## config.mk

```make
export PLATFORM = sky130hd
export DESIGN_NAME = wbuf_tx_tracker
export DESIGN_NICKNAME = d
export VERILOG_FILES = /design/src/hdl/wbuf_pkg.sv /design/src/hdl/wbuf_tx_tracker.sv
export SDC_FILE = /design/constraint.sdc
export NUM_CORES = 1
export LEC_CHECK = 0
export ABC_CLOCK_PERIOD_IN_PS = 1950
export BUFFER_PORTS_ARGS = -buffer_cell sky130_fd_sc_hd__buf_2
export CORE_MARGIN = 2
export CORE_UTILIZATION = 35
export CTS_BUF_LIST = sky130_fd_sc_hd__clkbuf_8
export DETAILED_ROUTE_END_ITERATION = 7
export HOLD_SLACK_MARGIN = 0.05
export PLACE_DENSITY = 0.5
export REMOVE_ABC_BUFFERS = 1
export SYNTH_ARGS = -nofsm -noshare
export SYNTH_HDL_FRONTEND = slang
export SYNTH_SLANG_ARGS = --single-unit
```

## constraint.sdc

```tcl
create_clock -name clk_i -period 1.95 [get_ports clk_i]
set_input_delay 0.39 -clock clk_i [delete_from_list [all_inputs] [get_ports clk_i]]
set_output_delay 0.39 -clock clk_i [all_outputs]
set_load 0.05 [all_outputs]
```

## src/hdl/wbuf_pkg.sv

```systemverilog
// widths and types for a 32-bit write buffer; ID fields fit max_tx <= 8, index fields depth <= 16
`default_nettype none

package wbuf_pkg;

  ////////////////////////////////////////
  // widths
  ////////////////////////////////////////

  // physical byte address
  localparam int addr_width   = 32;
  // bytes per word and byte offset bits
  localparam int data_bytes   = 4;
  localparam int offset_width = 2;
  localparam int data_width   = data_bytes * 8;
  // word address is the byte address without the offset
  localparam int wtag_width   = addr_width - offset_width;
  // fixed maximum widths for transaction IDs and entry indices
  localparam int id_width     = 3;
  localparam int ptr_width    = 4;

  ////////////////////////////////////////
  // memory transfer size codes
  ////////////////////////////////////////

  localparam logic [1:0] size_byte = 2'd0;
  localparam logic [1:0] size_half = 2'd1;
  localparam logic [1:0] size_word = 2'd2;

  ////////////////////////////////////////
  // types
  ////////////////////////////////////////

  // core write request
  typedef struct packed {
    logic [addr_width-1:0] addr;
    logic [data_width-1:0] data;
    logic [data_bytes-1:0] be;
  } wr_req_t;

  // one buffered word with three state bits per byte
  typedef struct packed {
    logic [data_bytes-1:0] valid;
    logic [data_bytes-1:0] dirty;
    logic [data_bytes-1:0] txblock;
    logic [wtag_width-1:0] wtag;
    logic [data_width-1:0] data;
  } wbuf_entry_t;

  // one aligned write to memory with the data replicated over the word
  typedef struct packed {
    logic [addr_width-1:0] addr;
    logic [1:0]            size;
    logic [data_width-1:0] data;
    logic [id_width-1:0]   id;
  } mem_req_t;

  // outstanding transaction slot
  typedef struct packed {
    logic                  vld;
    logic [ptr_width-1:0]  ptr;
    logic [data_bytes-1:0] be;
  } tx_slot_t;

endpackage

`default_nettype wire
```

## src/hdl/wbuf_tx_tracker.sv

```systemverilog
// slot tracking; at most one response per cycle, every response ID must be outstanding
`timescale 1ns/10ps
`default_nettype none

module wbuf_tx_tracker #(
  parameter int max_tx = 4
) (
  input  wire logic                                clk_i,
  input  wire logic                                rst_ni,
  // accepted transfer
  input  wire logic                                issue_i,
  input  wire logic [wbuf_pkg::ptr_width-1:0]      issue_ptr_i,
  input  wire logic [wbuf_pkg::data_bytes-1:0]     issue_be_i,
  input  wire logic [wbuf_pkg::id_width-1:0]       issue_id_i,
  // write responses
  input  wire logic                                rtrn_valid_i,
  input  wire logic [wbuf_pkg::id_width-1:0]       rtrn_id_i,
  output logic [max_tx-1:0]                        slot_free_o,
  // eviction towards the store
  output logic                                     evict_o,
  output logic [wbuf_pkg::ptr_width-1:0]           evict_ptr_o,
  output logic [wbuf_pkg::data_bytes-1:0]          evict_be_o
);

  localparam int ptr_w = (max_tx > 1) ? $clog2(max_tx) : 1;
  localparam int cnt_w = $clog2(max_tx + 1);

  wbuf_pkg::tx_slot_t [max_tx-1:0] slots_q, slots_d;

  // return-ID FIFO with a registered output
  logic [max_tx-1:0][wbuf_pkg::id_width-1:0] fifo_q;
  logic [ptr_w-1:0]                          wr_ptr_q, rd_ptr_q;
  logic [cnt_w-1:0]                          count_q;
  logic [wbuf_pkg::id_width-1:0]             pop_id;

  ////////////////////////////////////////
  // return FIFO
  ////////////////////////////////////////

  assign evict_o = (count_q != '0);
  assign pop_id  = fifo_q[rd_ptr_q];

  always_ff @(posedge clk_i) begin
    if (rtrn_valid_i) begin
      fifo_q[wr_ptr_q] <= rtrn_id_i;
    end
  end

  always_ff @(posedge clk_i or negedge rst_ni) begin
    if (!rst_ni) begin
      wr_ptr_q <= '0;
      rd_ptr_q <= '0;
      count_q  <= '0;
    end else begin
      if (rtrn_valid_i) begin
        wr_ptr_q <= (wr_ptr_q == ptr_w'(max_tx - 1)) ? '0 : wr_ptr_q + 1'b1;
      end
      // one pop per cycle whenever something is queued
      if (evict_o) begin
        rd_ptr_q <= (rd_ptr_q == ptr_w'(max_tx - 1)) ? '0 : rd_ptr_q + 1'b1;
      end
      case ({rtrn_valid_i, evict_o})
        2'b10:   count_q <= count_q + 1'b1;
        2'b01:   count_q <= count_q - 1'b1;
        default: count_q <= count_q;
      endcase
    end
  end

  ////////////////////////////////////////
  // slot status
  ////////////////////////////////////////

  assign evict_ptr_o = slots_q[pop_id].ptr;
  assign evict_be_o  = slots_q[pop_id].be;

  for (genvar s = 0; s < max_tx; s++) begin : gen_free
    assign slot_free_o[s] = ~slots_q[s].vld;
  end

  // issue takes a free slot and eviction frees a busy one so they never meet
  always_comb begin
    slots_d = slots_q;
    if (evict_o) begin
      slots_d[pop_id].vld = 1'b0;
    end
    if (issue_i) begin
      slots_d[issue_id_i] = '{vld: 1'b1, ptr: issue_ptr_i, be: issue_be_i};
    end
  end

  always_ff @(posedge clk_i or negedge rst_ni) begin
    if (!rst_ni) begin
      slots_q <= '0;
    end else begin
      slots_q <= slots_d;
    end
  end

  ////////////////////////////////////////
  // assertions
  ////////////////////////////////////////

  a_pop_valid: assert property (
    @(posedge clk_i) disable iff (!rst_ni) evict_o |-> slots_q[pop_id].vld)
    else $error("tracker: response names a slot with no transfer outstanding");

  // queued IDs never outnumber the slots, so a full FIFO means a stray response
  a_no_overflow: assert property (
    @(posedge clk_i) disable iff (!rst_ni) rtrn_valid_i |-> (count_q != cnt_w'(max_tx)))
    else $error("tracker: return FIFO overflow");

endmodule

`default_nettype wire

```

# Word level (Yosys, flattened, before mapping)
# Index checks and enable logic that the tools add are counted.
[totals] ff_bits=55 latchBits=0 ram_bits=0 rom_bits=0 inputBits=18 out_inout_bits=13 word_cells=61 memories=0
[classes] add_sub_neg=4 mul=0 div=0 order_cmp=7 eq_ne=4 n_shift=0 n_mux=18 bitwise=4 n_reduce_logical=5
[op_table] operator="$bwmux 36" n=2
[op_table] operator="$mux 36" n=2
[op_table] operator="$demux 9 s2" n=2
[op_table] operator="$bmux 9 s2" n=1
[op_table] operator="$mux 9" n=2
[op_table] operator="$bwmux 12" n=1
[op_table] operator="$mux 8" n=1
[op_table] operator="$bmux 3 s2" n=1
[op_table] operator="$demux 3 s2" n=1
[op_table] operator="$eq 2x2->1 const B" n=3
[op_table] operator="$ge 3x1->1 const B" n=2
[op_table] operator="$lt 2x3->1 const B" n=2
[op_table] operator="$lt 3x3->1 const B" n=2
[op_table] operator="$mux 3" n=2
[op_table] operator="$pmux 3 s2" n=1
[op_table] operator="$add 2x1->2 const B" n=2
[op_table] operator="$mux 2" n=2
[op_table] operator="$not 1->1" n=4
[op_table] operator="$add 3x1->3 const B" n=1
[op_table] operator="$logic_and 1x1->1" n=3
[op_table] operator="$reduce_bool 3->1" n=1
[op_table] operator="$sub 3x1->3 const B" n=1
[op_table] operator="$eq 2x1->1 const B" n=1
[op_table] operator="$ge 2x1->1 const B" n=1
[op_table] operator="$reduce_bool 2->1" n=1

# Depth between registers and ports, before layout
[logic_depth] ltp_word=10 mapped_depth=8 depth_no_buf=8

# Worst setup path after synthesis
# Ideal clock, no wire load.
[synth_path] path_kind="flip-flop to output port" from="reg rd_ptr_q[1]" to="out evict_be_o[0] (netlist name)" arrival_time_ns=1.969 required_ns=1.560 slack_ns=-0.409 path_stages_with_launch=7 path_buffers=2 cell_sequence="dfrtp_1 > buf_6 > mux2i_1 > mux2_4 > buf_6 > mux2i_1 > mux2i_1"
[synth_via] elab_chain_len=4
[synth_lines] element="start, declared" line_no="wbuf_tx_tracker.sv:32" source="logic [ptr_w-1:0] wr_ptr_q, rd_ptr_q;"
[synth_lines] element="start signal, assigned" line_no="wbuf_tx_tracker.sv:60" source="rd_ptr_q <= (rd_ptr_q == ptr_w'(max_tx - 1)) ? '0 : rd_ptr_q + 1'b1;"
[synth_lines] element="$bmux 3 s2" line_no="wbuf_tx_tracker.sv:41" source="assign pop_id = fifo_q[rd_ptr_q];"
[synth_lines] element="$mux 3 (not written as such)" line_no="wbuf_tx_tracker.sv:41"
[synth_lines] element="$bmux 9 s2" line_no="wbuf_tx_tracker.sv:75" source="assign evict_be_o = slots_q[pop_id].be;"
[synth_lines] element="$mux 8 (not written as such)" line_no="wbuf_tx_tracker.sv:75"
[synth_lines] element="end, declared" line_no="wbuf_tx_tracker.sv:22" source="output logic [wbuf_pkg::data_bytes-1:0] evict_be_o"
# No other way between the ends. The select of a mux whose other input is x is not followed.

# Final worst setup path
[layout_path] from="reg rd_ptr_q[1]" to="out evict_be_o[3] (netlist name)"
# The elaborated chain is that of the path after synthesis.

==> results.py <==
metrics = {
    "outcome": {
        "outcome": "finished, violations left",
        "violations": "setup timing",
    },
    "cells_and_area": {
        "area_growth_pct": 22.4,
        "drive_above_1_share": 0.445,
        "n_antenna_cell": 0,
        "nNetsFinal": 262,
        "fill_cells": 688,
        "final_area_sq_um": 3210,
    },
    "timing": {
        "post-route-worst-setup-slack_ns": -0.338,
        "skew_ns": 0.00440,
        "finalCriticalPeriod_ns": 2.29,
        "max_slew_margin": 0.719,
        "tightest_slew_ns": 0.420,
        "hold_violations": 0,
        "whs_ns": 0.293,
        "rsz0062_at_grt": "yes",
        "finalCritPeriodShare": 1.17,
        "drv_slew": 0,
        "finalSetupViolCount": 8,
        "fmax_mhz": 437,
    },
    "route": {
        "antenna_left": 0,
        "vias": 1609,
        "wirelength_mm": 5.38,
        "dr.pass1.iters": 4,
        "drc_errors": 0,
        "wl_per_cell_um": 16.0,
        "via_per_inst": 4.77,
        "first_iter_violations": 36,
    },
    "cts": {
        "cts_tree": "built",
        "clk_pin_slew_ns": 0.09,
        "cts_buffer_depth": 2,
        "cts_buffers": 5,
        "htreeDepth": 2,
        "clk_latency_ns": 0.31,
        "cts_num_sinks": 55,
        "cts-root-buf": "clkbuf_8",
    },
    "power_and_ir_drop": {
        "power_switching_mw": 2.05,
        "seqPwrFrac": 0.336,
        "p_comb_frac": 0.513,
        "power.share.switching": 0.409,
        "p_leak_nw": 1.44,
        "peakVddDrop_v": 0.000586,
        "power_frac_clock": 0.151,
        "p_per_area_nw_per_um2": 1560,
        "p_int_mw": 2.96,
    },
    "die": {
        "die_h_um": 90.6,
        "io_pins": 31,
        "die_area_sq_um": 8200,
        "dieWidth_um": 90.6,
        "rows": 31,
        "start_util": 0.362,
        "fp.coreArea_sq_um": 7250,
    },
    "logic_synthesis": {
        "synthSimpleGateAreaFrac": 0.0863,
        "synth-compound-area-share": 0.0191,
        "netlist_area_sq_um": 2620,
        "synth-seq-area-share": 0.547,
        "synth-seq-cells": 55,
        "synthMuxAreaShare": 0.272,
        "synthXorXnorAreaFrac": 0.0100,
        "syn_inst": 182,
        "yosys.area_share.adder": 0.0334,
        "yosysUniqueCellTypes": 31,
        "synth_top_family_by_area": "multiplexers",
        "yosys_warnings": 0,
        "post_synth.cell_area_avg_sq_um": 14.4,
    },
    "setup_path": {
        "startpoint_type": "register",
        "critPathCaptureType": "output port",
        "cp_common_cell": "mux2i_1",
        "worstSetupEndpoint": "evict_be_o[3]",
        "critPathKind": "reg2out",
        "slowest_stage": "dfrtp_2",
        "worst-path-max-fanout": 6,
        "cp.arrival_ns": 1.90,
        "worstPathCellList": "mux2i_4 > mux2_4 > mux2i_1 > mux2i_1 > buf_4",
        "cpPeakStageDelay_ns": 0.49,
        "r2r_cells": 8,
        "r2r_start": "count_q[0]$_DFFE_PN0P_",
        "crit_start": "rd_ptr_q[1]$_DFFE_PN0N_",
        "regToRegSetupSlack_ns": 0.10,
        "rr_endpoint": "count_q[2]$_DFFE_PN0P_",
        "cp_data_required_time_ns": 1.56,
    },
    "placement": {
        "placed_area_sq_um": 2960,
        "gp_congestion": 0.711,
        "portBuffers": 30,
        "dp_hpwl_mm": 3.77,
    },
    "grt": {
        "grt_remaining_overflow": 0,
        "grt_util_all_layers": 0.141,
        "grt_max_degree": 44,
        "grt_pass1_vias": 1749,
        "grt_first_pass_wirelength_mm": 8.95,
        "antenna_found_initial": 0,
    },
    "min_path": {
        "hold_class": "in2reg",
    },
    "run": {
        "drv_cap": 0,
    },
}
## critical path: cells and delay by family, from the launching register on
family / cells / cell delay [ns]
buffers and inverters: 1 / 0.23
flip-flops: 1 / 0.49
multiplexers: 4 / 0.88
## power groups by stage
| stage | registers, mW | logic [mW] | clock network [mW] |
|---|---|---|---|
| after floorplan | 1.66 | 1.68 | 0 |
| after global placement | 1.67 | 2.21 | 0 |
| after detailed placement | 1.70 | 2.30 | 0 |
| after CTS | 1.68 | 2.52 | 0.780 |
| after global routing | 1.73 | 2.75 | 0.840 |
| final | 1.68 | 2.57 | 0.756 |
## Yosys cell counts, drive strengths merged
cell / number / share of area
nor3: 7 / 0.023
edfxtp: 12 / 0.14
o21bai: 1 / 0.0029
nor3b: 2 / 0.010
xor2: 2 / 0.0067
nand2b: 5 / 0.012
mux2: 34 / 0.15
nor2: 4 / 0.0057
and2: 4 / 0.0095
dfrtp: 43 / 0.41
or2: 4 / 0.0095
nand4b: 1 / 0.0057
ha: 7 / 0.033
a21o: 1 / 0.0029
o21a: 1 / 0.0029
buf: 5 / 0.020
nor2b: 1 / 0.0024
mux4: 3 / 0.026
inv: 8 / 0.011
nand2: 4 / 0.0057
xnor2: 1 / 0.0033
o21ai: 3 / 0.0057
a31oi: 2 / 0.0048
or3: 1 / 0.0024
mux2i: 26 / 0.099
## layout by cell type (no fill, tap or decap), types with 2 or more instances in the layout
| cell type | Yosys | final |
|---|---|---|
| mux4_2 | 3 | 3 |
| a31oi_1 | 2 | 2 |
| and2_1 | 4 | 4 |
| inv_1 | 8 | 9 |
| dfrtp_1 | 43 | 42 |
| nand2b_1 | 5 | 5 |
| mux2i_4 | 0 | 2 |
| nand2_1 | 4 | 4 |
| mux2i_1 | 26 | 24 |
| buf_2 | 0 | 22 |
| buf_4 | 1 | 27 |
| ha_1 | 7 | 7 |
| mux2_2 | 33 | 33 |
| nor2_1 | 4 | 4 |
| nor3_1 | 3 | 2 |
| o21ai_0 | 2 | 2 |
| mux2_4 | 1 | 3 |
| edfxtp_1 | 12 | 12 |
| clkbuf_8 | 0 | 5 |
| or2_1 | 4 | 4 |
| xor2_1 | 2 | 2 |
| nor3_2 | 3 | 4 |
## repair_timing
item	4_1_cts	5_1_grt
gates cloned	2	0
setup buffers	3	3
pin swaps	0	1
gates resized for setup	11	8
endpoints found under the hold margin	43	0
hold buffers	1	0
setup endpoints to repair	9	9
## per-layer routing
layer	GRT usage	up-vias	routed length [um]
met5	0	-	0
met3	0.0309	5	181
met4	0.0385	0	59
met1	0.172	814	2320
met2	0.252	30	2820
li1	-	760	-
## state kept, by name, indices dropped and copies added, names as in the netlist
signal and cells:
count_q 3, rd_ptr_q 2, slots_q 36, fifo_q 12, wr_ptr_q 2
## logic make-up (layout without fill, tap and decap cells)
kind of cell | count (synthesis) | count (layout)
AO/OA/AOI/OAI | 8 | 8
XOR/XNOR | 3 | 3
adder cells (fa/ha/maj) | 7 | 7
buffers and inverters | 13 | 67
flip-flops | 55 | 55
multiplexers | 63 | 65
AND/OR/NAND/NOR | 33 | 33
## metrics by stage
step	TNS [ns]	setup WS, ns	cells	util	power, mW
finish	-2.58	-0.338	337	0.443	5.01
CTS	-2.85	-0.379	334	0.436	4.98
detailed placement	-0.688	-0.130	320	0.408	4.00
floorplan	-3.91	-0.413	177	-	3.34
global placement	-0.137	-0.0679	320	0.408	3.88
global route	-3.36	-0.456	337	0.443	5.32
## area by class of cell
cell class / count / area, sq um / area share
flip-flops and latches: 55 / 1440 / 0.448
well taps: 99 / 124 / 0.0386
clock buffers: 5 / 68.8 / 0.0214
repair buffers: 51 / 343 / 0.107
inverters: 8 / 30.0 / 0.00935
multi-input cells: 116 / 1160 / 0.363
clock inverters: 3 / 42.5 / 0.0133
## worst min-delay path by stage
| stage | start | to | cells after the start |
|---|---|---|---|
| 6_report | rtrn_id_i[2] | fifo_q[2]$_DFFE_PP_ | 1 |
| 2_1_floorplan | rst_ni | count_q[0]$_DFFE_PN0P_ | 0 |
| 4_1_cts | rtrn_id_i[2] | fifo_q[8]$_DFFE_PP_ | 1 |
| 3_5_place_dp | rst_ni | slots_q[7]$_DFFE_PN0P_ | 2 |
| 3_3_place_gp | rst_ni | slots_q[16]$_DFFE_PN0P_ | 2 |
| 5_1_grt | rtrn_id_i[1] | fifo_q[1]$_DFFE_PP_ | 1 |
(Power assumes the default switching activity.)
