$ cat src/hdl/wbuf_pkg.sv
// widths and types for a 32-bit write buffer; ID fields fit max_tx <= 8, index fields depth <= 16
`default_nettype none

package wbuf_pkg;

  ////////////////////////////////////////
  // widths
  ////////////////////////////////////////

  // physical byte address
  localparam int addr_width   = 32;
  // bytes per word and byte offset bits
  localparam int data_bytes   = 4;
  localparam int offset_width = 2;
  localparam int data_width   = data_bytes * 8;
  // word address is the byte address without the offset
  localparam int wtag_width   = addr_width - offset_width;
  // fixed maximum widths for transaction IDs and entry indices
  localparam int id_width     = 3;
  localparam int ptr_width    = 4;

  ////////////////////////////////////////
  // memory transfer size codes
  ////////////////////////////////////////

  localparam logic [1:0] size_byte = 2'd0;
  localparam logic [1:0] size_half = 2'd1;
  localparam logic [1:0] size_word = 2'd2;

  ////////////////////////////////////////
  // types
  ////////////////////////////////////////

  // core write request
  typedef struct packed {
    logic [addr_width-1:0] addr;
    logic [data_width-1:0] data;
    logic [data_bytes-1:0] be;
  } wr_req_t;

  // one buffered word with three state bits per byte
  typedef struct packed {
    logic [data_bytes-1:0] valid;
    logic [data_bytes-1:0] dirty;
    logic [data_bytes-1:0] txblock;
    logic [wtag_width-1:0] wtag;
    logic [data_width-1:0] data;
  } wbuf_entry_t;

  // one aligned write to memory with the data replicated over the word
  typedef struct packed {
    logic [addr_width-1:0] addr;
    logic [1:0]            size;
    logic [data_width-1:0] data;
    logic [id_width-1:0]   id;
  } mem_req_t;

  // outstanding transaction slot
  typedef struct packed {
    logic                  vld;
    logic [ptr_width-1:0]  ptr;
    logic [data_bytes-1:0] be;
  } tx_slot_t;

endpackage

`default_nettype wire
$ cat src/hdl/wbuf_store.sv
// entry storage; the issue and eviction ports must never name the same entry in one cycle
`timescale 1ns/10ps
`default_nettype none

module wbuf_store #(
  parameter int depth = 4
) (
  input  wire logic                                       clk_i,
  input  wire logic                                       rst_ni,
  // core write port
  input  wire logic                                       wr_valid_i,
  input  wire wbuf_pkg::wr_req_t                          wr_req_i,
  output logic                                            wr_gnt_o,
  // bytes handed to memory this cycle
  input  wire logic                                       issue_i,
  input  wire logic [wbuf_pkg::ptr_width-1:0]             issue_ptr_i,
  input  wire logic [wbuf_pkg::data_bytes-1:0]            issue_be_i,
  // bytes whose transfer came back
  input  wire logic                                       evict_i,
  input  wire logic [wbuf_pkg::ptr_width-1:0]             evict_ptr_i,
  input  wire logic [wbuf_pkg::data_bytes-1:0]            evict_be_i,
  // buffer contents
  output wbuf_pkg::wbuf_entry_t [depth-1:0]               entries_o,
  output logic                                            empty_o
);

  // per-byte state
  logic [depth-1:0][wbuf_pkg::data_bytes-1:0] vld_q, vld_d;
  logic [depth-1:0][wbuf_pkg::data_bytes-1:0] dirty_q, dirty_d;
  logic [depth-1:0][wbuf_pkg::data_bytes-1:0] tx_q, tx_d;
  // word address and data
  logic [depth-1:0][wbuf_pkg::wtag_width-1:0] wtag_q, wtag_d;
  logic [depth-1:0][wbuf_pkg::data_width-1:0] data_q, data_d;

  logic [wbuf_pkg::wtag_width-1:0] req_tag;
  logic [depth-1:0]                word_vld;
  logic [depth-1:0]                hit_oh;
  logic [wbuf_pkg::ptr_width-1:0]  hit_ptr, free_ptr, wr_ptr;
  logic                            any_free;
  logic                            wr_take;

  ////////////////////////////////////////
  // hit and free-entry search
  ////////////////////////////////////////

  assign req_tag = wr_req_i.addr[wbuf_pkg::addr_width-1:wbuf_pkg::offset_width];

  for (genvar k = 0; k < depth; k++) begin : gen_hit
    // an entry is taken as long as any byte is valid
    assign word_vld[k] = |vld_q[k];
    assign hit_oh[k]   = word_vld[k] && (wtag_q[k] == req_tag);
    assign entries_o[k] = '{valid:   vld_q[k],
                            dirty:   dirty_q[k],
                            txblock: tx_q[k],
                            wtag:    wtag_q[k],
                            data:    data_q[k]};
  end

  // downward scan so the lowest index wins
  always_comb begin
    hit_ptr  = '0;
    free_ptr = '0;
    any_free = 1'b0;
    for (int k = depth - 1; k >= 0; k--) begin
      if (hit_oh[k]) begin
        hit_ptr = wbuf_pkg::ptr_width'(k);
      end
      if (!word_vld[k]) begin
        free_ptr = wbuf_pkg::ptr_width'(k);
        any_free = 1'b1;
      end
    end
  end

  // merge into the hit entry, else open the lowest free one
  assign wr_ptr   = (|hit_oh) ? hit_ptr : free_ptr;
  assign wr_gnt_o = (|hit_oh) || any_free;
  assign wr_take  = wr_valid_i && wr_gnt_o;
  assign empty_o  = ~|vld_q;

  ////////////////////////////////////////
  // byte state update
  ////////////////////////////////////////

  always_comb begin
    vld_d   = vld_q;
    dirty_d = dirty_q;
    tx_d    = tx_q;
    wtag_d  = wtag_q;
    data_d  = data_q;

    // a response unblocks its bytes and drops those not rewritten meanwhile
    if (evict_i) begin
      for (int j = 0; j < wbuf_pkg::data_bytes; j++) begin
        if (evict_be_i[j]) begin
          tx_d[evict_ptr_i][j] = 1'b0;
          if (!dirty_q[evict_ptr_i][j]) begin
            vld_d[evict_ptr_i][j] = 1'b0;
          end
        end
      end
    end

    // an accepted transfer moves its bytes from dirty to in flight
    if (issue_i) begin
      for (int j = 0; j < wbuf_pkg::data_bytes; j++) begin
        if (issue_be_i[j]) begin
          dirty_d[issue_ptr_i][j] = 1'b0;
          tx_d[issue_ptr_i][j]    = 1'b1;
        end
      end
    end

    // core write last, so a byte rewritten while in flight ends up 111
    if (wr_take) begin
      wtag_d[wr_ptr] = req_tag;
      for (int j = 0; j < wbuf_pkg::data_bytes; j++) begin
        if (wr_req_i.be[j]) begin
          vld_d[wr_ptr][j]            = 1'b1;
          dirty_d[wr_ptr][j]          = 1'b1;
          data_d[wr_ptr][j*8 +: 8]    = wr_req_i.data[j*8 +: 8];
        end
      end
    end
  end

  always_ff @(posedge clk_i or negedge rst_ni) begin
    if (!rst_ni) begin
      vld_q   <= '0;
      dirty_q <= '0;
      tx_q    <= '0;
    end else begin
      vld_q   <= vld_d;
      dirty_q <= dirty_d;
      tx_q    <= tx_d;
    end
  end

  always_ff @(posedge clk_i) begin
    wtag_q <= wtag_d;
    data_q <= data_d;
  end

  ////////////////////////////////////////
  // assertions
  ////////////////////////////////////////

  // tags stay unique across all writes, so a lookup never hits twice
  a_hit_onehot: assert property (
    @(posedge clk_i) disable iff (!rst_ni) wr_valid_i |-> $onehot0(hit_oh))
    else $error("write buffer: write address matches more than one entry");

  for (genvar k = 0; k < depth; k++) begin : gen_chk_entry
    for (genvar j = 0; j < wbuf_pkg::data_bytes; j++) begin : gen_chk_byte
      a_byte_state: assert property (
        @(posedge clk_i) disable iff (!rst_ni)
        {vld_q[k][j], dirty_q[k][j], tx_q[k][j]} inside {3'b000, 3'b110, 3'b101, 3'b111})
        else $error("write buffer: entry %0d byte %0d in illegal state", k, j);
    end
  end

endmodule

`default_nettype wire

$ cat config.mk
export PLATFORM = sky130hd
export DESIGN_NAME = wbuf_store
export DESIGN_NICKNAME = d
export VERILOG_FILES = /design/src/hdl/wbuf_pkg.sv /design/src/hdl/wbuf_store.sv
export SDC_FILE = /design/constraint.sdc
export NUM_CORES = 1
export LEC_CHECK = 0
export BUFFER_PORTS_ARGS = -buffer_cell sky130_fd_sc_hd__buf_4
export CORE_MARGIN = 2
export CORE_UTILIZATION = 25
export DETAILED_ROUTE_END_ITERATION = 8
export SYNTH_ARGS = -nofsm -noshare
export SYNTH_HDL_FRONTEND = slang
export SYNTH_SLANG_ARGS = --single-unit
$ cat constraint.sdc
create_clock -name clk_i -period 9.5 [get_ports clk_i]
set_input_delay 0.95 -clock clk_i [delete_from_list [all_inputs] [get_ports clk_i]]
set_output_delay 0.95 -clock clk_i [all_outputs]
set_load 0.005 [all_outputs]
# Word level (Yosys, flattened, before mapping)
# Cells that the tools add are included.
# Widths: inputs -> output; s select.
dict set report classes {
  n_reduce_logical 16
  bitwise_logic 32
  muxes 113
  eq_ne 4
  magnitude_cmp 6
}
# op n
set op_table {}
lappend op_table {{$mux 128} 7}
lappend op_table {{$mux 16} 53}
lappend op_table {{$bwmux 128} 4}
lappend op_table {{$demux 32 s2} 4}
lappend op_table {{$and 16x16->16} 12}
lappend op_table {{$or 16x16->16} 12}
lappend op_table {{$not 16->16} 8}
lappend op_table {{$bwmux 120} 1}
lappend op_table {{$eq 30x30->1} 4}
lappend op_table {{$demux 4 s2} 12}
lappend op_table {{$demux 30 s2} 1}
lappend op_table {{$mux 4} 11}
lappend op_table {{$mux 32} 1}
lappend op_table {{$mux 30} 1}
lappend op_table {{$mux 24} 1}
lappend op_table {{$reduce_or 4->1} 5}
lappend op_table {{$reduce_or 16->1} 1}
lappend op_table {{$ge 4x1->1 const B} 3}
lappend op_table {{$lt 4x3->1 const B} 3}
lappend op_table {{$mux 2} 5}
lappend op_table {{$mux 3} 3}
lappend op_table {{$bmux 4 s2} 1}
lappend op_table {{$logic_and 1x1->1} 8}
lappend op_table {{$mux 8} 1}
lappend op_table {{3 further kinds} 9}
dict set report totals {
  register_bits 296
  in_bits 89
  wordCells 191
  output_inout_bits 298
}

# Longest topological paths before layout
# Gate-level depths: netlist of run 1.
dict set report logic_depth {
  ltp_word 33
  depth_mapped 7
  mapped_depth_nobuf 6
}

# Least setup slack after synthesis of run 1
# OpenSTA, ideal clock, no wires.
dict set report synth_timing {
  path_kind {input-to-reg}
  startpoint {input wr_req_i[39] in the netlist's numbering}
  endpoint {register wtag_q (netlist bit entries_o[180]), enable pin}
  path_slack_ns 4.775
  path_stages 7
  arrival_time_ns 4.264
  n_path_buf 1
  setup_ns 0.461
  required_time_ns 9.039
  cell_sequence {xnor2_1 -> nand4_1 -> nor4_1 -> and2_0 -> a21oi_1 -> clkbuf_1 -> nor3b_1}
}
dict set report synth_between {
  elab_chain_len 5
  word_cells_on_any_way 11
  classes_between {4 x eq/ne; 7 x reduce/logical}
}
# item line
set synth_rtl {}
lappend synth_rtl {{start: declaration} wbuf_store.sv:12} ;# input wire wbuf_pkg::wr_req_t wr_req_i,
lappend synth_rtl {{$eq 30x30->1} wbuf_store.sv:51} ;# assign hit_oh[k] = word_vld[k] && (wtag_q[k] == req_tag);
lappend synth_rtl {{$logic_and 1x1->1} wbuf_store.sv:51}
lappend synth_rtl {{$reduce_or 4->1 *} wbuf_store.sv:77} ;# assign wr_gnt_o = (|hit_oh) || any_free;
lappend synth_rtl {{$logic_or 1x1->1 *} wbuf_store.sv:77}
lappend synth_rtl {{$logic_and 1x1->1 *} wbuf_store.sv:78} ;# assign wr_take = wr_valid_i && wr_gnt_o;
lappend synth_rtl {{end signal: assignment} wbuf_store.sv:140} ;# wtag_q <= wtag_d;
lappend synth_rtl {{end: declaration} wbuf_store.sv:32} ;# logic [depth-1:0][wbuf_pkg::wtag_width-1:0] wtag_q, wtag_d;
# Mark *: on every way between the ends. The rest lies on a longest branch, timed or not.
# A chain may end at the register's enable or synchronous reset.

# Final worst setup path of run 1
dict set report layout_timing {
  startpoint {input wr_req_i[54] in the netlist's numbering}
  endpoint {output wr_gnt_o}
}
dict set report layout_between {
  elab_chain_len 4
  word_cells_on_any_way 10
  classes_between {4 x eq/ne; 6 x reduce/logical}
}
# item line
set layout_rtl {}
lappend layout_rtl {{$eq 30x30->1} wbuf_store.sv:51}
lappend layout_rtl {{$logic_and 1x1->1} wbuf_store.sv:51}
lappend layout_rtl {{$reduce_or 4->1 *} wbuf_store.sv:77}
lappend layout_rtl {{$logic_or 1x1->1 *} wbuf_store.sv:77}
lappend layout_rtl {{end: declaration} wbuf_store.sv:13} ;# output logic wr_gnt_o,
# Marked as above.

==> results of run 1 <==
[worst max-delay path by stage]
stage,slack (ns),depth (start not counted),end
CTS,5.33,8,wr_gnt_o
global placement,5.09,9,entries_o[178]
finish,5.38,8,wr_gnt_o
global route,5.24,8,wr_gnt_o
detailed placement,5.03,9,entries_o[179]
floorplan,4.78,7,entries_o[180]
[layer usage]
layer,track usage,share of wire,up-vias
li1,-,-,3708
met1,0.203,0.40,4183
met2,0.286,0.49,409
met3,0.0513,0.092,56
met4,0.0456,0.022,0
met5,0,0,-
[power by group through the flow]
| stage | Sequential [mW] | Clock, mW | Combinational (mW) |
|---|---|---|---|
| floorplan | 1.72 | 0 | 0.286 |
| global placement | 1.74 | 0 | 0.753 |
| detailed placement | 1.74 | 0 | 0.762 |
| CTS | 1.72 | 1.35 | 0.764 |
| global route | 1.74 | 1.40 | 0.814 |
| finish | 1.72 | 1.31 | 0.747 |
[cells by family after synthesis]
group / synth area share
AOI/OAI and AO/OA: 0.0414
DFF: 0.737
and+or+nand+nor: 0.116
xor gates and xnor gates: 0.0895
buffers and inverters: 0.00906
muxes: 0.00768
[placed cells by master, fill, tap and decap left out, types with 10 or more instances in the layout]
| cell | n |
|---|---|
| nor2_1 | 24 |
| nand3_1 | 21 |
| buf_4 | 402 |
| xor2_1 | 57 |
| o31ai_1 | 10 |
| xnor2_1 | 63 |
| nand2_1 | 55 |
| edfxtp_1 | 248 |
| o21ai_1 | 13 |
| o21ai_0 | 35 |
| nand4_1 | 32 |
| nor3_1 | 30 |
| dfrtp_1 | 48 |
| clkbuf_16 | 35 |
| nor4_1 | 30 |
[worst max-delay path: cells and delay by family]
kind | cells | cell delay (ns)
AND/OR/NAND/NOR | 5 | 1.72
buffers and inverters | 2 | 0.30
XOR/XNOR | 1 | 0.19
[synth_stat cells, drive strengths merged]
cell type  number
edfxtp        248
xnor2          63
xor2           57
nand2          55
dfrtp          48
o21ai          48
nor3           39
nand4          33
nor4           32
nor2           25
nand3          21
o31ai          17
buf            11
or4            10
or2             9
clkbuf          7
nand3b          5
mux4            4
nor4b           4
a31oi           2
and2            2
nor3b           2
a21boi          1
a21oi           1
a22oi           1
and3            1
and4            1
and4b           1
nand2b          1
nor2b           1
o211ai          1
[final cells by class]
cell class / instances / share of cell area
multi-input cells: 437 / 0.182
clock buffers: 41 / 0.0555
clock inverters: 18 / 0.0119
well taps: 607 / 0.0459
flip-flops and latches: 296 / 0.523
repair buffers: 402 / 0.182
==> reports/qor.yml, run 1 <==
dieHeight_um: 221
cp-start-kind: "primary input"
critical_path_arrival_ns: 3.17
initial_utilization: 0.253
syn_nets: 840
clkTransAtPathRegs_ns: 0.07
worstSetupEndpointType: "output port"
numPortBuffers: 384
clock_latency_ns: 0.54
yosysTopAreaCell: "edfxtp_1"
fmax_mhz: 243
rsz0062_at_grt: "false"
slew_violations: 0
setup.worst_path.start: "wr_req_i[54]"
grt_max_degree: 49
layout.cells.non_filler: 1801
cts_tree: "yes"
cts.sinks: 296
root_buffer: "clkbuf_16"
grt_pass1_wl_um: 58700
ir_drop_mv: 0.125
leakage_nw: 6.21
largest_reg_flops: 296
holdBufCountCts: 0
reg2reg_depth: 8
place_area_um2: 15400
synth-seq-cells: 296
crit_fanout: 8
synth.distinct_cells: 44
design_area_um2: 16500
r2r_start: "entries_o[208]"
max_stage_delay_ns: 0.60
power_density_nw_per_um2: 228
clock_path_buffers: 3
synth_top_area_share: 0.634
coreArea_um2: 46500
postCtsResizedCells: 0
numCtsBuffers: 34
worst_pin_slew_ns: 1.24
dpl.hpwl_um: 32300
drt-total-wl_um: 42300
yosysWarningCount: 0
r2r-end: "entries_o[173]"
grt_pass1_vias: 8516
cellInternalPower_mw: 2.70
finalCritPeriodShare: 0.434
worstPathRequired_ns: 8.55
worst_hold_slack_ns: 0.437
fillerInstances: 4532
fp.dieArea_um2: 48700
multi_input_area_um2: 3010
drtIter0Drc: 620
postSynthCellCount: 751
skew_ns: 0.0286
io_pins: 387
critical_path_class: "in -> out"
cap_violations: 0
antenna_found_initial: 1
grt.total_usage: 0.167
worst_path_max_delay_cell: "nor4_1"
swShare: 0.285
syn_area_um2: 11700
finalSetupTns_ns: 0
row_count: 79
wl_per_cell_um: 23.5
final_nets: 1260
dr_total_vias: 8356
fin_util: 0.356
period_needed_ns: 4.12
drc: 0
hp-class: "in -> async"
total_power_mw: 3.78
regToRegSetupSlack_ns: 5.75
status: "finished, final reports clean"
gp_congestion: 0.852
cts_setup_buffers: 0
dp_slack_ns: 5.03
crit_chain: "buf_4, xor2_1, or4_1, nor4_1, nand4_1, nand3b_1, nand3b_1, buf_4"
hold_viol: 0
ff_latch_area_um2: 8650
area_delta_synth_final_pct: 41.0
avgSynthCellArea_um2: 15.6
overflow: 0
place_inst: 1742
firstDrtPassIters: 6
die_w_um: 221
drive_gt1_frac: 0.415
slew_headroom: 0.169
seqPwrFrac: 0.455
n_antenna_cell: 0
synth-seq-area-share: 0.737
antenna_left: 0
setup_violations: 0
synthTopCellsByArea: "edfxtp_1 (63%), dfrtp_1 (10%), xnor2_1 (4.7%)"
pwr-share-clk: 0.347
setup_ws_ns: 5.38
routed_via_density: 4.64
combPwrFrac: 0.198
power_switching_mw: 1.08
htree_levels: 2
Note: power is estimated with default switching activity, not from simulation.
==> run 2, diff against run 1 <==
--- a/config.mk
+++ b/config.mk
@@ -5,6 +5,7 @@
 export SDC_FILE = /design/constraint.sdc
 export NUM_CORES = 1
 export LEC_CHECK = 0
+export ABC_AREA = 1
 export BUFFER_PORTS_ARGS = -buffer_cell sky130_fd_sc_hd__buf_4
 export CORE_MARGIN = 2
 export CORE_UTILIZATION = 25
==> constraint.sdc (replaced) <==
create_clock -name clk_i -period 3.6 [get_ports clk_i]
set_input_delay 0.36 -clock clk_i [delete_from_list [all_inputs] [get_ports clk_i]]
set_output_delay 0.36 -clock clk_i [all_outputs]
set_load 0.005 [all_outputs]
==> run 2 against run 1 <==
Against the previous run:
- register-to-register slack got worse by 5.1 ns
- global-route usage fell by 0.092 points
- non-clock buffer count rose by 15
- wire length rose by 9.7%
- highest routed layer is now met5
- synthesized area rose by 12%
- total power rose to 3.0 times the previous value
- combinational power rose to 3.9 times the previous value
- critical endpoint is now entries_o[49]
- clock power rose to 2.7 times the previous value
- worst hold slack got worse by 0.41 ns
- final area rose by 11%
==> reports/qor.yml, run 2 <==
power_density_nw_per_um2: 617  # +170%
synth-seq-area-share: 0.659  # -0.0776
slew_violations: 0  # unchanged
worstSetupEndpointType: "flop"
cap_violations: 0  # unchanged
ir_drop_mv: 0.395  # +220%
crit_fanout: 30  # +22
hold_start: "wr_req_i[25]"
critical_path_arrival_ns: 3.08  # -0.09 ns
avgSynthCellArea_um2: 9.90  # -37%
ff_latch_area_um2: 8650  # unchanged
worst_path_max_delay_cell: "buf_4"
synth-seq-cells: 296  # unchanged
clock_latency_ns: 0.55  # about the same
synth.distinct_cells: 36  # -18%
grtUsageMet1: 0.217  # +0.0143
drtIter0Drc: 626  # +0.97%
period_needed_ns: 2.90
io_pins: 387  # unchanged
hold_viol: 0  # unchanged
dpl.hpwl_um: 36000  # +12%
cts.sinks: 296  # unchanged
final_nets: 1857  # +47%
cp-start-kind: "flop"
swShare: 0.322  # +0.0373
use_met2: 0.257  # -0.0289
r2r_start: "entries_o[294]"
synth_most_common_cell: "nand2_1"
htree_levels: 2  # unchanged
final_common_cell: "nand2_1"
clkTransAtPathRegs_ns: 0.06  # about the same
critical_path_class: "reg -> reg"
hp-class: "in -> reg"
status: "finished, final reports clean"
crit_chain: "nor2_1, nand2_1, inv_1, nor2_1, nand2_1, nor2_1, nand2_1, nor2_1, nor2_1, nand3_4, nand3_4, nor2_8, buf_4"
yosysTopAreaCell: "edfxtp_1"
setup.worst_path.start: "entries_o[294]"
leakage_nw: 8.28  # +33%
place_inst: 2387  # +37%
wl_per_cell_um: 18.7  # -20%
overflow: 0  # unchanged
numPortBuffers: 384  # unchanged
gp_congestion: 0.879  # +3.2%
syn_area_um2: 13100  # +12%
async_flop_share: 0.162  # unchanged
ys.flop_type: "edfxtp_1"
firstDrtPassIters: 5  # -1
dieHeight_um: 233  # +5.6%
finalCritPeriodShare: 0.807
die_w_um: 233  # +5.6%
multi_input_area_um2: 3680  # +22%
grt_pass1_wl_um: 66200  # +13%
fillerInstances: 5130  # +13%
max_stage_delay_ns: 0.47  # -0.13 ns
routed_via_density: 4.29  # -7.5%
grt_max_degree: 49  # unchanged
fmax_mhz: 344
row_count: 83  # +5.1%
clock_path_buffers: 3  # unchanged
layout.cells.non_filler: 2475  # +37%
gr-max-usage-layer: "met2"
n_antenna_cell: 0  # unchanged
slew_headroom: 0.462  # +0.293
antenna_found_initial: 2  # +1
worstPathRequired_ns: 3.77  # -4.78 ns
root_buffer: "clkbuf_16"
postSynthCellCount: 1325  # +76%
cellInternalPower_mw: 7.65  # +180%
drt-total-wl_um: 46400  # +9.7%
dp_slack_ns: 0.590  # -4.44 ns
cts_tree: "yes"
synth_commonest_cells: "nand2_1 (457), edfxtp_1 (248), nor2_1 (204), inv_1 (172), dfrtp_1 (48)"
finalSetupTns_ns: 0  # unchanged
numCtsBuffers: 36  # +5.9%
dr_total_vias: 10600  # +27%
layout_common_cells: "nand2_1 (457), buf_4 (391), edfxtp_1 (248)"
setup_ws_ns: 0.695  # -4.69 ns
combPwrFrac: 0.261  # +0.063
synth-edff-count: 248  # unchanged
synthTopCellsByArea: "edfxtp_1 (57%), nand2_1 (13%), dfrtp_1 (9.2%)"
synth_top_area_share: 0.568  # -0.0669
grt.total_usage: 0.166  # -0.000923
skew_ns: 0.0134  # -0.0152 ns
grt_pass1_vias: 10400  # +22%
yosysWarningCount: 0  # unchanged
fp.dieArea_um2: 54300  # +12%
crit_top_cell: "nor2_1"
drc: 0  # unchanged
area_delta_synth_final_pct: 39.4
rsz0062_at_grt: "false"
drive_gt1_frac: 0.272  # -0.143
seqPwrFrac: 0.419  # -0.036
antenna_left: 0  # unchanged
coreArea_um2: 51600  # +11%
syn_nets: 1414  # +68%
largest_reg_flops: 296  # unchanged
pwr-share-clk: 0.319  # -0.028
power_switching_mw: 3.63  # +240%
worst_pin_slew_ns: 0.801  # -0.436 ns
setup_violations: 0  # unchanged
initial_utilization: 0.254  # +0.00155
grtUsageMet3: 0.0592  # +0.00793
run 2: changes by cell type after synthesis, moves of 9 or more:
cell / change
inv_1: +172
nor2_1: +179
inv_2: +20
nor4_1: -29
xor2_1: -26
xnor2_1: -47
nor3_1: -25
nand4_1: -30
nand2_1: +402
nor2_2: +9
o21ai_1: -13
run 2: power groups by stage:
stage	clock network (mW)	registers [mW]	logic, mW
2_1_floorplan	0	4.74	1.28
3_3_place_gp	0	4.77	2.96
3_5_place_dp	0	4.79	2.98
4_1_cts	3.70	4.73	3.00
5_1_grt	3.84	4.79	3.25
6_report	3.60	4.73	2.95
run 2: metrics by stage:
step | hold WS [ns] | cell area, um2 | utilization | total power, mW
final | 0.0301 | 18300 | 0.354 | 11.3
after CTS | 0.000358 | 18300 | 0.354 | 11.4
after global placement | 0.411 | 16900 | 0.327 | 7.73
after detailed placement | 0.421 | 16900 | 0.327 | 7.77
after global routing | 0.00220 | 18300 | 0.354 | 11.9
after floorplan | 0.0644 | 13100 | - | 6.02
run 2: worst paths after layout:
kind,cells past startpoint,slack [ns],to
setup reg to reg,13,0.70,entries_o[49]
min in group asynchronous,2,0.38,entries_o[142]
hold reg to reg,2,0.48,entries_o[138]
max in group asynchronous,2,2.79,entries_o[217]
hold / removal,1,0.03,entries_o[21]
setup / recovery,13,0.70,entries_o[49]
run 2: cell families after synthesis:
logic type,count (synthesis),synth area share
AOI/OAI and AO/OA,48,0.0221
buffers and inverters,204,0.0607
and+or+nand+nor,729,0.225
DFF,296,0.659
xor gates and xnor gates,48,0.0326
run 2: layout make-up:
cell class              instances  share of cell area
flip-flops and latches        296               0.473
multi-input cells             825               0.201
repair buffers                417               0.176
clock buffers                  48              0.0546
well taps                     680              0.0465
inverters                     192              0.0394
clock inverters                17             0.00937
run 2: critical path, delay by kind of cell (launching register included):
family | cells | cell delay (ns)
AND/OR/NAND/NOR | 11 | 1.50
buffers and inverters | 2 | 0.56
flip-flops | 1 | 0.43
run 2: layer usage:
layer | wire length [um] | vias to the layer above
li1 | - | 5086
met1 | 19700 | 5094
met2 | 21300 | 370
met3 | 4100 | 71
met4 | 1210 | 4
met5 | 24 | -
run 2: what timing repair did:
action	in CTS	in global routing
hold buffers	19	4
endpoints found under the hold margin	110	15
resized for setup	0	0
buffers inserted	0	0
==> run 3, diff against run 2 <==
==> constraint.sdc (replaced) <==
create_clock -name clk_i -period 3 [get_ports clk_i]
set_input_delay 0.3 -clock clk_i [delete_from_list [all_inputs] [get_ports clk_i]]
set_output_delay 0.3 -clock clk_i [all_outputs]
set_load 0.005 [all_outputs]
==> run 3 against run 2 <==
Against the previous run:
- total power up 23%
- non-clock buffer count up 41
- worst setup slack got worse by 0.56 ns
- register-to-register slack got worse by 0.56 ns
- combinational power up 25%
- largest cell class unchanged
==> reports/qor.yml, run 3 (same netlist as run 2, synthesis figures left out) <==
status: "finished, final reports clean"
cts_tree: "yes"
cp-start-kind: "flop"
worst_pin_slew_ns: 0.844  # +0.0425 ns
finalSetupTns_ns: 0  # unchanged
worstSetupEndpointType: "flop"
crit_chain: "inv_1, nand2_1, nor2_1, buf_4, nor2_1, nand2_1, nor2_1, nand2_1, nor2_2, inv_1, nand2_4, nand2_8, nor2_4, nand3_1, inv_1"
dpl.hpwl_um: 36500  # +1.4%
fp.dieArea_um2: 54300  # unchanged
antenna_found_initial: 2  # unchanged
critical_path_class: "reg -> reg"
cts_setup_buffers: 0  # unchanged
drt-total-wl_um: 46800  # +0.85%
power_density_nw_per_um2: 738  # +20%
clock_path_buffers: 3  # unchanged
dp_slack_ns: 0.155  # -0.435 ns
io_pins: 387  # unchanged
slew_headroom: 0.433  # -0.0286
ir_drop_mv: 0.466  # +18%
cts.sinks: 296  # unchanged
root_buffer: "clkbuf_16"
worst_path_max_delay_cell: "dfrtp_1"
setup_ws_ns: 0.138  # -0.557 ns
slew_violations: 0  # unchanged
leakage_nw: 8.50  # +2.7%
overflow: 0  # unchanged
routed_via_density: 4.30  # +0.23%
grt_max_degree: 49  # unchanged
die_w_um: 233  # unchanged
dieHeight_um: 233  # unchanged
dr_total_vias: 10800  # +1.9%
fmax_mhz: 349  # +1.5%
drive_gt1_frac: 0.278  # +0.00566
grt_pass1_vias: 10600  # +2.7%
period_needed_ns: 2.86  # -0.0427 ns
numCtsBuffers: 36  # unchanged
setup_violations: 0  # unchanged
htree_levels: 2  # unchanged
drtIter0Drc: 751  # +20%
max_stage_delay_ns: 0.40  # -0.07 ns
firstDrtPassIters: 5  # unchanged
worst_hold_slack_ns: 0.0413  # +0.0112 ns
rsz0062_at_grt: "false"
hold_viol: 0  # unchanged
final_common_cell: "nand2_1"
layout_common_cells: "nand2_1 (457), buf_4 (403), edfxtp_1 (248)"
largest_reg_flops: 296  # unchanged
gp_congestion: 0.887  # +0.89%
coreArea_um2: 51600  # unchanged
skew_ns: 0.0245  # +0.0111 ns
finalCritPeriodShare: 0.954  # +0.147
area_delta_synth_final_pct: 42.9
place_inst: 2400  # +0.54%
grt_pass1_wl_um: 66800  # +1.0%
initial_utilization: 0.254  # unchanged
layout.cells.non_filler: 2516  # +1.7%
cap_violations: 0  # unchanged
final_nets: 1898  # +2.2%
critical_path_arrival_ns: 3.06  # -0.02 ns
antenna_left: 0  # unchanged
worstPathRequired_ns: 3.20  # -0.57 ns
numPortBuffers: 384  # unchanged
grt.total_usage: 0.168  # +0.00156
drc: 0  # unchanged
clkTransAtPathRegs_ns: 0.06  # about the same
hp-class: "in -> reg"
crit_fanout: 8  # -73%
wl_per_cell_um: 18.6  # -0.79%
clock_latency_ns: 0.55  # about the same
row_count: 83  # unchanged
==> run 3: changes by cell type in the layout (fill, tap and decap cells not counted), moves of 2 or more <==
cell / previous run / this run
buf_4: 391 / 403
clkbuf_1: 9 / 5
clkbuf_8: 1 / 4
clkinv_1: 8 / 3
clkinv_2: 2 / 4
diode_2: 0 / 2
dlygate4sd3_1: 23 / 51
==> run 3: final cells by class <==
cell class	count	area, um2
timing repair buffer	458	3620
multi-input combinational	825	3680
clock inverter	15	175
clock buffer	48	1050
inverter	192	721
sequential	296	8650
fill	5088	32900
tap	680	851
antenna	2	5.00
==> run 3: per-stage QoR <==
stage	area (um2)	total power, mW	utilization
2_1_floorplan	13100	7.22	-
3_3_place_gp	17000	9.38	0.329
3_5_place_dp	17000	9.44	0.329
4_1_cts	18700	14.0	0.363
5_1_grt	18700	14.5	0.363
6_report	18700	13.8	0.363
==> run 3: path summary, 6_finish.rpt <==
path                          startpoint        endpoint  slack (ns)  depth (start not counted)
setup / recovery           entries_o[73]  entries_o[159]        0.14                         15
hold / removal              wr_req_i[54]   entries_o[48]        0.04                          1
setup reg to reg           entries_o[73]  entries_o[159]        0.14                         15
hold reg to reg            entries_o[62]   entries_o[62]        0.49                          2
max in group asynchronous         rst_ni  entries_o[214]        2.22                          2
min in group asynchronous         rst_ni  entries_o[286]        0.35                          2
==> run 3: per-layer routing <==
layer / track usage / wire, um / vias to the layer above
li1: - / - / 5168
met1: 0.216 / 20000 / 5230
met2: 0.263 / 21700 / 361
met3: 0.0510 / 3760 / 67
met4: 0.0629 / 1250 / 0
met5: 0 / 0 / -
==> run 3: timing repair <==
action | 4_1_cts | 5_1_grt
hold buffers | 51 | 0
hold endpoints to repair | 236 | 0
endpoints found under the setup margin | 0 | 8
gates resized for setup | 0 | 1
==> run 3: critical path, delay by kind of cell (launching register included) <==
family                 cells  cell delay [ns]
buffers and inverters      4             0.68
flip-flops                 1             0.40
AND/OR/NAND/NOR           11             1.45
==> run 3: report_power, final <==
part           switching, mW  internal [mW]  total (mW)  leakage (nW)
registers              0.452           5.22        5.67          2.82
clock network           1.72           2.73        4.45         0.604
logic                   2.24           1.46        3.70          5.08
total                   4.42           9.41        13.8          8.50
